**src/audio_pkg.sv**
```systemverilog
// audio sample package
// widths, sample types and channel structs of the sound path, plus the
// offsets used by the mixer to turn unsigned levels into signed samples

`default_nettype none

package audio_pkg;

	// widths fixed by the sound hardware
	localparam int PSG_W     = 8;   // one generator channel
	localparam int DMA_W     = 8;   // one DMA sound channel
	localparam int PSG_SUM_W = 10;  // three generator channels summed
	localparam int MIX_W     = 15;  // mixed sample into the DAC

	typedef logic [PSG_W-1:0]     psg_sample_t;
	typedef logic [DMA_W-1:0]     dma_sample_t;
	typedef logic [PSG_SUM_W-1:0] psg_sum_t;     // signed once offset removed
	typedef logic [MIX_W-1:0]     mix_sample_t;  // two's complement

	// midpoint of a three channel sum
	localparam psg_sum_t    PSG_OFFSET = 10'd512;
	// midpoint of an unsigned DMA sample
	localparam dma_sample_t DMA_OFFSET = 8'd128;

	typedef struct packed {
		psg_sample_t a;
		psg_sample_t b;
		psg_sample_t c;
	} psg_channels_t;

	typedef struct packed {
		dma_sample_t left;
		dma_sample_t right;
	} dma_stereo_t;

	typedef struct packed {
		mix_sample_t left;
		mix_sample_t right;
	} mix_stereo_t;

endpackage

`default_nettype wire

```
**src/cfg_pkg.sv**
```systemverilog
// audio configuration package
// the configuration word that steers the mixer and the states of
// the four-phase write handshake that loads it

`default_nettype none

package cfg_pkg;

	typedef struct packed {
		logic psg_stereo;  // 1 = a left, c right, b on both
		logic dma_snd_en;  // 0 = DMA sound muted
	} audio_cfg_t;

	// mono, DMA sound muted
	localparam audio_cfg_t CFG_RESET = '{psg_stereo: 1'b0, dma_snd_en: 1'b0};

	// write handshake
	typedef enum logic {
		hs_idle = 1'b0,  // waiting for req
		hs_ack  = 1'b1   // word taken, waiting for req to drop
	} hs_state_t;

endpackage

`default_nettype wire

```
**src/audio_cfg_regs.sv**
```systemverilog
// audio configuration register
// holds the stereo select and DMA sound enable for the mixer; written
// through a four-phase req/ack handshake

`default_nettype none

module audio_cfg_regs
	import cfg_pkg::*;
(
	input  logic       clk_32,
	input  logic       xsint,
	input  logic       cfg_wr_req,
	input  audio_cfg_t cfg_wr_data,
	output logic       cfg_wr_ack,
	output audio_cfg_t cfg
);

	hs_state_t state;
	hs_state_t state_nxt;
	logic      load;  // word captured on this edge

	// handshake FSM
	always_comb begin
		state_nxt = state;
		load      = 1'b0;
		case (state)
			hs_idle: begin
				if (cfg_wr_req) begin
					state_nxt = hs_ack;
					load      = 1'b1;  // data is stable while req is high
				end
			end
			hs_ack: begin
				// writer dropped req, release ack
				if (!cfg_wr_req)
					state_nxt = hs_idle;
			end
			default: state_nxt = hs_idle;
		endcase
	end

	always_ff @(posedge clk_32 or negedge xsint) begin
		if (!xsint) begin
			state <= hs_idle;
			cfg   <= CFG_RESET;
		end else begin
			state <= state_nxt;
			if (load)
				cfg <= cfg_wr_data;
		end
	end

	// ack follows the state, so it rises on the capture edge
	assign cfg_wr_ack = (state == hs_ack);

endmodule

`default_nettype wire

```
**src/audio_mix.sv**
```systemverilog
// audio mixer
// sums the generator channels mono or stereo, removes the offsets, scales
// generator and DMA sound to 15 bits and adds them per side; two stages

`default_nettype none

module audio_mix
	import audio_pkg::*;
	import cfg_pkg::*;
(
	input  logic          clk_32,
	input  logic          xsint,
	input  audio_cfg_t    cfg,
	input  psg_channels_t psg_ch,
	input  dma_stereo_t   dma_snd,
	output mix_stereo_t   mix
);

	psg_sum_t    ch_a, ch_b, ch_c;      // channels widened to the sum width
	psg_sum_t    sum_mono;
	psg_sum_t    sum_l, sum_r;
	psg_sum_t    psg_s_l, psg_s_r;      // signed generator sums of stage 1
	dma_sample_t dma_s_l, dma_s_r;      // signed and gated DMA of stage 1
	mix_sample_t psg_term_l, psg_term_r;
	mix_sample_t dma_term_l, dma_term_r;

	// s times 32 with the low bits filled from the top four bits of s
	function automatic mix_sample_t psg_scale(input psg_sum_t s);
		psg_scale = {s, 1'b0, s[PSG_SUM_W-1 -: 4]};
	endfunction

	// d times 128 with the low bits filled from the top six bits of d
	function automatic mix_sample_t dma_scale(input dma_sample_t d);
		dma_scale = {d, 1'b0, d[DMA_W-1 -: 6]};
	endfunction

	assign ch_a = {2'b00, psg_ch.a};
	assign ch_b = {2'b00, psg_ch.b};
	assign ch_c = {2'b00, psg_ch.c};

	assign sum_mono = ch_a + ch_b + ch_c;

	// stereo puts a left, c right and b in the middle
	assign sum_l = cfg.psg_stereo ? ch_a + ch_b : sum_mono;
	assign sum_r = cfg.psg_stereo ? ch_c + ch_b : sum_mono;

	// stage 1 removes the offsets and gates DMA sound
	always_ff @(posedge clk_32 or negedge xsint) begin
		if (!xsint) begin
			psg_s_l <= '0;
			psg_s_r <= '0;
			dma_s_l <= '0;
			dma_s_r <= '0;
		end else begin
			psg_s_l <= sum_l - PSG_OFFSET;
			psg_s_r <= sum_r - PSG_OFFSET;
			dma_s_l <= cfg.dma_snd_en ? dma_snd.left - DMA_OFFSET : '0;  // zero scales to zero
			dma_s_r <= cfg.dma_snd_en ? dma_snd.right - DMA_OFFSET : '0;
		end
	end

	assign psg_term_l = psg_scale(psg_s_l);
	assign psg_term_r = psg_scale(psg_s_r);
	assign dma_term_l = dma_scale(dma_s_l);
	assign dma_term_r = dma_scale(dma_s_r);

	// stage 2 adds the terms with a 15 bit wrap per side
	always_ff @(posedge clk_32 or negedge xsint) begin
		if (!xsint) begin
			mix <= '0;
		end else begin
			mix.left  <= psg_term_l + dma_term_l;
			mix.right <= psg_term_r + dma_term_r;
		end
	end

endmodule

`default_nettype wire

```
**src/audio_top.sv**
```systemverilog
// audio output path top level
// configuration register, two-stage mixer and stereo sigma-delta DAC;
// sample inputs to settled bitstream in three cycles

`default_nettype none

module audio_top
	import audio_pkg::*;
	import cfg_pkg::*;
(
	input  logic          clk_32,
	input  logic          xsint,
	input  logic          cfg_wr_req,
	input  audio_cfg_t    cfg_wr_data,
	output logic          cfg_wr_ack,
	input  psg_channels_t psg_ch,
	input  dma_stereo_t   dma_snd,
	output logic          audio_l,
	output logic          audio_r
);

	audio_cfg_t  cfg;  // stereo select and DMA enable
	mix_stereo_t mix;  // 15 bit per side, into the DAC

	audio_cfg_regs audio_cfg_regs_inst (
		.clk_32      (clk_32),
		.xsint       (xsint),
		.cfg_wr_req  (cfg_wr_req),
		.cfg_wr_data (cfg_wr_data),
		.cfg_wr_ack  (cfg_wr_ack),
		.cfg         (cfg)
	);

	// two register stages
	audio_mix audio_mix_inst (
		.clk_32  (clk_32),
		.xsint   (xsint),
		.cfg     (cfg),
		.psg_ch  (psg_ch),
		.dma_snd (dma_snd),
		.mix     (mix)
	);

	// one register stage
	sigma_delta_dac sigma_delta_dac_inst (
		.clk_32  (clk_32),
		.xsint   (xsint),
		.mix     (mix),
		.audio_l (audio_l),
		.audio_r (audio_r)
	);

endmodule

`default_nettype wire

```
**src/sigma_delta_dac.sv**
```systemverilog
// stereo sigma-delta DAC
// first-order modulator per side; the offset-binary mix is added into an
// accumulator every cycle and the carry is the output bit

`default_nettype none

module sigma_delta_dac
	import audio_pkg::*;
(
	input  logic        clk_32,
	input  logic        xsint,
	input  mix_stereo_t mix,
	output logic        audio_l,
	output logic        audio_r
);

	mix_sample_t      side_in  [2];  // 0 left, 1 right
	mix_sample_t      side_ob  [2];  // offset binary
	logic [MIX_W-1:0] acc      [2];
	logic [MIX_W:0]   acc_sum  [2];  // carry in the top bit
	logic             bit_out  [2];

	assign side_in[0] = mix.left;
	assign side_in[1] = mix.right;

	always_comb begin
		for (int i = 0; i < 2; i++) begin
			// flipped sign bit maps -16384..16383 onto 0..32767
			side_ob[i] = {~side_in[i][MIX_W-1], side_in[i][MIX_W-2:0]};
			acc_sum[i] = {1'b0, acc[i]} + {1'b0, side_ob[i]};
		end
	end

	always_ff @(posedge clk_32 or negedge xsint) begin
		if (!xsint) begin
			for (int i = 0; i < 2; i++) begin
				acc[i]     <= '0;
				bit_out[i] <= 1'b0;
			end
		end else begin
			for (int i = 0; i < 2; i++) begin
				acc[i]     <= acc_sum[i][MIX_W-1:0];
				bit_out[i] <= acc_sum[i][MIX_W];  // one per wrap of the accumulator
			end
		end
	end

	assign audio_l = bit_out[0];
	assign audio_r = bit_out[1];

endmodule

`default_nettype wire

```
**config.mk**
```make
export PLATFORM = sky130hd
export DESIGN_NAME = audio_top
export DESIGN_NICKNAME = d
export VERILOG_FILES = /design/src/audio_pkg.sv /design/src/cfg_pkg.sv /design/src/audio_cfg_regs.sv /design/src/audio_mix.sv /design/src/audio_top.sv /design/src/sigma_delta_dac.sv
export SDC_FILE = /design/constraint.sdc
export NUM_CORES = 1
export LEC_CHECK = 0
export BUFFER_PORTS_ARGS = -buffer_cell sky130_fd_sc_hd__buf_2
export CAP_MARGIN = 10
export CORE_AREA = 2 2 152 154
export DETAILED_ROUTE_END_ITERATION = 8
export DIE_AREA = 0 0 154 156
export SYNTH_ARGS = -nofsm -noshare
export SYNTH_HDL_FRONTEND = slang
export SYNTH_HIERARCHICAL = 1
export SYNTH_SLANG_ARGS = --single-unit
```
**constraint.sdc**
```tcl
create_clock -name clk_32 -period 2.3 [get_ports clk_32]
set_input_delay 0.46 -clock clk_32 [delete_from_list [all_inputs] [get_ports clk_32]]
set_output_delay 0.46 -clock clk_32 [all_outputs]
set_load 0.005 [all_outputs]
```
# Word-level counts from Yosys, hierarchy flattened
# Cells that the tools add are included.
# totals
register_bits	101
input_bits	45
# op_classes
mux	6
addsub	11
bitwise	2
# ops
operator	n
15-bit by 15-bit adder with 16-bit output	2
15-bit adder	2
10-bit 2-to-1 mux	2
10-bit subtractor (second input constant)	2
8-bit by 8-bit adder with 9-bit output	2
8-bit 2-to-1 mux	2
8-bit subtractor (second input constant)	2
9-bit by 8-bit adder with 10-bit output	1
1-bit 2-to-1 mux	2
1-bit NOT	2

# Longest topological paths before layout
# Gate-level depths: netlist of run 1.
# depth
word_depth	4
ltp_mapped	14
ltp_nobuf	14

# By module
# The synthesis of run 1 kept the hierarchy.
# by_module_without_submodules
module	instances	cells_per_inst	area_each_um2	seq_area_each_um2
audio_mix	1	381	3945.0	1626.6
sigma_delta_dac	1	236	2294.7	800.8
audio_cfg_regs	1	6	118.9	75.1

# Worst setup path after synthesis of run 1
# OpenSTA, ideal clock, no wires.
# synth_timing
path_type	input -> register
start	in psg_ch[8] (netlist bit)
end	reg audio_mix_inst.psg_s_l[7]
setup_ps	134
path_stages	9
path_slack_ps	-477
arrival_ps	2643
cell_sequence	ha_1 -> fa_1 -> ha_1 -> a211oi_1 -> o21bai_1 -> or3_1 -> a31oi_1 -> xor2_1 -> mux2i_1
# synth_between
elab_chain_cells	4
# synth_lines
element	line	source
start, declared	audio_top.sv:16	input psg_channels_t psg_ch,
8-bit by 8-bit adder with 9-bit output *	audio_mix.sv:41, audio_mix.sv:44	
9-bit by 8-bit adder with 10-bit output	audio_mix.sv:41	assign sum_mono = ch_a + ch_b + ch_c;
10-bit 2-to-1 mux *	audio_mix.sv:44	assign sum_l = cfg.psg_stereo ? ch_a + ch_b : sum_mono;
via audio_mix_inst.sum_l[7]	audio_mix.sv:21	psg_sum_t sum_l, sum_r;
10-bit subtractor *	audio_mix.sv:55	psg_s_l <= sum_l - PSG_OFFSET;
end signal, assigned	audio_mix.sv:55	
end, declared	audio_mix.sv:22	psg_sum_t psg_s_l, psg_s_r;
# Mark *: on every way through the listed nets, which the timed path passes. The rest lies on a longest branch.
# A chain may end at the register's enable or synchronous reset.

# Worst setup path in the final report of run 1
# Same ends and word-level chain as after synthesis.

==> results of run 1 <==
==> state kept, by name (all words and copies together) (netlist names) <==
signal / count
audio_cfg_regs_inst/cfg: 2
audio_mix_inst/psg_s_r: 9
sigma_delta_dac_inst/acc: 30
sigma_delta_dac_inst/audio_l: 1
audio_mix_inst/psg_s_l: 10
sigma_delta_dac_inst/audio_r: 1
audio_mix_inst/dma_s_l: 8
audio_cfg_regs_inst/cfg_wr_ack: 1
audio_mix_inst/mix: 30
audio_mix_inst/dma_s_r: 8
==> synthesized netlist by cell type, types with 5 or more instances <==
cell type	n	share of area (%)
dfrtp_1	100	39
ha_1	79	16
a21oi_1	52	4.1
nand2_1	39	2.3
xnor2_1	38	5.2
nor2_1	32	1.9
inv_1	31	1.8
o21ai_0	26	2.0
xor2_1	24	3.3
a21o_1	18	2.1
and2_1	17	1.7
nor2b_1	11	1.1
o21bai_1	11	1.3
nor3_1	10	0.79
nand3_1	9	0.71
a31oi_1	8	0.79
nand2b_1	8	0.79
nand4_1	8	0.79
fa_1	7	2.2
o211ai_1	6	0.71
o21a_1	6	0.71
o21ai_1	6	0.47
a21oi_2	5	0.69
==> layer usage <==
layer	track usage [%]	vias to the layer above	part of all wire [%]
li1	-	2467	-
met1	14.5	2246	47
met2	19.9	54	50
met3	1.25	15	1.8
met4	4.41	0	1.8
met5	0	-	0
==> power groups by stage <==
stage / registers, mW / logic [mW] / clock network, mW
after floorplan: 2.79 / 4.68 / 0
after global placement: 2.93 / 5.85 / 0
after detailed placement: 2.93 / 5.95 / 0
after CTS: 2.92 / 6.08 / 1.55
after global routing: 2.98 / 7.11 / 1.63
final: 2.90 / 6.27 / 1.51
==> final cells by class <==
cell class | count | area, um^2 | share of cell area [%]
repair buffers | 113 | 767 | 9.63
well taps | 285 | 357 | 4.48
clock buffers | 11 | 233 | 2.92
multi-input cells | 480 | 3930 | 49.3
clock inverters | 5 | 60.1 | 0.754
flip-flops and latches | 100 | 2500 | 31.4
inverters | 32 | 120 | 1.51
==> stage by stage <==
stage               cells  util, %
floorplan             623        -
global placement      997     33.0
detailed placement    997     33.0
CTS                  1020     34.8
global route         1026     35.6
finish               1026     35.6
==> worst max-delay path: stages <==
cell and delay, ns:
buf_6 0.10, ha_4 0.15, fa_2 0.56, ha_4 0.22, a211oi_4 0.24, o21bai_1 0.14
or3_4 0.40, a31oi_4 0.16, xor2_1 0.19, mux2i_1 0.09
==> worst min path at each step <==
| stage | end | start | slack (ns) |
|---|---|---|---|
| finish | audio_cfg_regs_inst/cfg_wr_ack | cfg_wr_req | 0.25 |
| global placement | audio_mix_inst/dma_s_r[4] | xsint | 0.28 |
| CTS | audio_cfg_regs_inst/cfg_wr_ack | cfg_wr_req | 0.24 |
| global route | audio_cfg_regs_inst/cfg_wr_ack | cfg_wr_req | 0.24 |
| detailed placement | audio_mix_inst/dma_s_r[4] | xsint | 0.28 |
| floorplan | audio_cfg_regs_inst/cfg[0] | xsint | 0.16 |
==> what timing repair did <==
action	4_1_cts	5_1_grt
pin swaps	26	15
buffers inserted	10	8
gates resized for setup	13	30
endpoints found under the setup margin	9	21
hold buffers	1	0
hold endpoints to repair	5	0
==> cell families after synthesis <==
kind of cell	synth area share, %
AO/OA/AOI/OAI	18.2
XOR/XNOR	8.54
adder cells (fa/ha/maj)	17.7
buffers and inverters	2.62
flip-flops	39.4
multiplexers	1.65
AND/OR/NAND/NOR	11.9
==> reports/metrics.yaml, run 1 <==
setup_path:
  critPathCapture: "audio_mix_inst/psg_s_l[7]"
  cp.required_ns: 2.51
  r2r_cells: 9
  r2r_slack_ns: 0.09
  start_kind: "primary input"
  end_kind: "flip-flop"
  crit_path_max_fanout: 2
  rr_startpoint: "audio_mix_inst/dma_s_l[2]"
  r2r_end: "audio_mix_inst/mix[29]"
  cp-startpoint: "psg_ch[8]"
  crit_type: "in -> reg"
  cp_data_arrival_time_ns: 2.71
grt:
  gr-total-overflow: 0
  grt_max_degree: 64
  grt_pass1_wl_um: 22200
  antenna_found_initial: 0
  grt_use_total_pct: 11.4
  grt_pass1_vias: 4753
place:
  gp_congestion: 0.807
  dpl_cell_area_um2: 7380
  dp_hpwl_um: 10200
  port_buffers: 47
  pre_cts_ws_ns: -0.646
pwr:
  power.internal_mw: 6.33
  power.density_nw_per_um2: 1340
  swShare_pct: 40.8
  static-leakage-power_nw: 3.71
  power_mw: 10.7
  comb_power_share_pct: 58.7
  pwr-share-seq_pct: 27.2
  clockPowerShare_pct: 14.1
  power.net_switching_mw: 4.36
  irDropWorstVdd_v: 0.000444
final_layout:
  final_area_um2: 7970
  layout_commonest_cell: "dfrtp_1"
  layout.nets: 867
  drive_gt1_share_pct: 24.7
  fillerInstances: 2208
  antennaDiodeCount: 0
  mostFrequentLayoutCells: "dfrtp_1 (100), ha_1 (74), buf_4 (65)"
  area_growth_pct: 25.3
logic_synthesis:
  syn_area_per_cell_um2: 10.2
  synth_area_um2: 6360
  ys_warn_count: 6
  ys.flop_type: "dfrtp_1"
  synth_edf_count: 0
  synth.distinct_cells: 65
  synth_fp_nets: 754
  ys_async_sr_fraction_pct: 100
  yosysSeqAreaShare_pct: 39.4
  synth-seq-cells: 100
  syn_inst: 623
timing:
  max_freq_mhz: 400
  hold_violations: 0
  slew_viol_final: 0
  fin_ws_ns: -0.200
  holdWs_ns: 0.248
  tns_ns: -0.973
  setup_viol: 9
  rsz0062_at_grt: "true"
  slew_headroom_pct: 65.4
  fin_crit_sh_pct: 109
  period_minus_slack_ns: 2.50
  tightestPinTransition_ns: 0.519
  clock_skew_ns: 0.0109
die:
  coreArea_um2: 22400
  start_util_pct: 28.4
  die-area_um2: 24000
  dieWidth_um: 154
  rows: 55
  die_h_um: 156
  ios: 48
detailed_routing:
  wl_per_cell_um: 13.0
  drtAntennaViolNets: 0
  drc: 0
  viasPerCell: 4.66
  drtIter0Drc: 206
  vias: 4782
  drt_wl_total_um: 13400
  firstDrtPassIters: 4
clock_tree:
  ctsHtreeMaxLevel: 3
  cts.clk_slew.worst_paths_ns: 0.07
  cts_buffers: 9
  clkSinkCount: 100
  cts_root_buf: "clkbuf_16"
  clockBufferDepth: 2
  clk_latency_ns: 0.34
  cts_tree: "built"
run_status:
  failed_checks: "setup timing"
  status: "finished, violations left"
worst_hold_path:
  hp-class: "in -> reg"
  hold-path-cell-count: 1
job:
  maxCapViolCount: 0
No activity file was read; power rests on OpenSTA's default activity.
==> inputs of run 2 (changes only) <==
==> constraint.sdc (replaced) <==
create_clock -name clk_32 -period 3.1 [get_ports clk_32]
set_input_delay 0.62 -clock clk_32 [delete_from_list [all_inputs] [get_ports clk_32]]
set_output_delay 0.62 -clock clk_32 [all_outputs]
set_load 0.005 [all_outputs]
==> run 2 against run 1 <==
Against the previous run:
- the run now ends clean
- first-iteration DRC count up 12%
- wire length shrank 5.0%
- non-clock buffer count is 52 lower
- clock skew fell by 0.0011 ns
- register-to-register slack better by 0.64 ns
- core utilization decreased by 2.8 points
- combinational power is 32% lower
- largest cell class unchanged
==> reports/metrics.yaml, run 2 (same netlist as run 1, synthesis figures left out) <==
timing:
  slew_headroom_pct: 52.0
  hold_violations: 0
  period_minus_slack_ns: 2.89
  fin_crit_sh_pct: 93.1
  slew_viol_final: 0
  clock_skew_ns: 0.00976
  rsz0062_at_grt: "false"
  setup_viol: 0
  tns_ns: 0
  tightestPinTransition_ns: 0.721
  max_freq_mhz: 347
pwr:
  pwr-share-seq_pct: 28.7
  static-leakage-power_nw: 3.40
  irDropWorstVdd_v: 0.000422
  swShare_pct: 40.9
  clockPowerShare_pct: 15.0
  power.internal_mw: 4.46
  comb_power_share_pct: 56.2
  power.density_nw_per_um2: 1030
  power_mw: 7.56
  power.net_switching_mw: 3.09
detailed_routing:
  drc: 0
  wl_per_cell_um: 13.0
  firstDrtPassIters: 4
  drtAntennaViolNets: 0
  vias: 4570
  viasPerCell: 4.69
  drt_wl_total_um: 12700
  drtIter0Drc: 231
grt:
  gr-usage-met2_pct: 19.6
  grt_use_total_pct: 11.1
  gr-total-overflow: 0
  grt_pass1_wl_um: 21700
  use_met3_pct: 1.19
  grt_pass1_vias: 4587
  grt_max_degree: 57
  use_met1_pct: 14.1
  antenna_found_initial: 0
  grt.busiest_layer: "met2"
final_layout:
  final_area_um2: 7330
  layout.nets: 815
  mostFrequentLayoutCells: "dfrtp_1 (100), ha_1 (79), a21oi_1 (52)"
  area_growth_pct: 15.3
  finish.utilization_pct: 32.8
  drive_gt1_share_pct: 14.1
  largestRegisters: "audio_mix_inst/mix: 30 flops, sigma_delta_dac_inst/acc: 30 flops, audio_mix_inst/psg_s_l: 10 flops"
  layout_commonest_cell: "dfrtp_1"
  antennaDiodeCount: 0
die:
  die-area_um2: 24000
  rows: 55
  die_h_um: 156
  start_util_pct: 28.4
  coreArea_um2: 22400
  dieWidth_um: 154
  ios: 48
setup_path:
  cp_data_arrival_time_ns: 3.11
  cp.required_ns: 3.33
  crit_type: "in -> reg"
  crit_path_max_fanout: 4
  cp-startpoint: "psg_ch[8]"
  start_kind: "primary input"
  end_kind: "flip-flop"
  rr_startpoint: "audio_mix_inst/psg_s_l[9]"
job:
  maxCapViolCount: 0
place:
  dp_hpwl_um: 9990
  gp_congestion: 0.800
  dpl_cell_area_um2: 7020
  port_buffers: 47
clock_tree:
  clockBufferDepth: 2
  cts_root_buf: "clkbuf_16"
  cts.clk_slew.worst_paths_ns: 0.07
  cts_tree: "built"
  cts_buffers: 9
  ctsHtreeMaxLevel: 3
  clkSinkCount: 100
  clk_latency_ns: 0.34
run_status:
  status: "complete, no violations"
worst_hold_path:
  hp-class: "in -> async"
## run 2: cell types whose count changed in the layout (fill, tap and decap cells not counted), moves of 4 or more
cell,delta
buf_4,-51
xnor2_2,-5
ha_1,+5
ha_4,-4
xnor2_1,+5
a21oi_1,+8
a21oi_2,-7
## run 2: layout make-up
type	instances	area (um^2)
fill	2259	15000
inverter	32	120
timing repair buffer	61	355
tap	285	357
sequential	100	2500
clock buffer	11	243
multi-input combinational	480	3690
clock inverter	5	60.1
## run 2: metal layers
metal	up-vias	routed length (um)
met2	61	6170
met4	0	167
li1	2357	-
met5	-	0
met3	9	281
met1	2143	6070
## run 2: stage by stage
stage / worst slack [ns] / instances / hold slack [ns]
after detailed placement: -0.168 / 958 / 0.460
after floorplan: 0.163 / 623 / 0.324
after CTS: 0.203 / 974 / 0.356
after global routing: 0.0589 / 974 / 0.389
final: 0.215 / 974 / 0.335
after global placement: -0.117 / 958 / 0.454
## run 2: final timing paths
check                                            endpoint  depth (start not counted)  slack (ns)
max                             audio_mix_inst/psg_s_l[6]                         12        0.21
min reg2reg                  sigma_delta_dac_inst/acc[15]                          1        0.47
max in group asynchronous    sigma_delta_dac_inst/acc[25]                          2        2.08
max reg2reg                        audio_mix_inst/mix[28]                          7        0.73
min                             audio_mix_inst/dma_s_r[4]                          1        0.33
min in group clk_32        audio_cfg_regs_inst/cfg_wr_ack                          1        0.40
## run 2: worst max-delay path, stage by stage
cell and delay (ns):
buf_2 0.11, ha_1 0.21, fa_1 0.41, a21oi_1 0.24
o21bai_1 0.11, xor2_1 0.16, ha_1 0.33, a21o_1 0.17
a2bb2oi_1 0.22, nor2b_1 0.19, xnor2_1 0.09, mux2_2 0.26
## run 2: power by group through the flow
stage | registers, mW | logic, mW | clock network (mW)
after floorplan | 2.07 | 3.46 | 0
after global placement | 2.20 | 4.15 | 0
after detailed placement | 2.20 | 4.23 | 0
after CTS | 2.18 | 4.25 | 1.18
after global routing | 2.23 | 4.83 | 1.22
final | 2.17 | 4.25 | 1.14
## run 2: what timing repair did
item	in CTS	in global routing
setup endpoints to repair	0	2
resized for setup	0	2
hold buffers	0	0
setup buffers	0	0
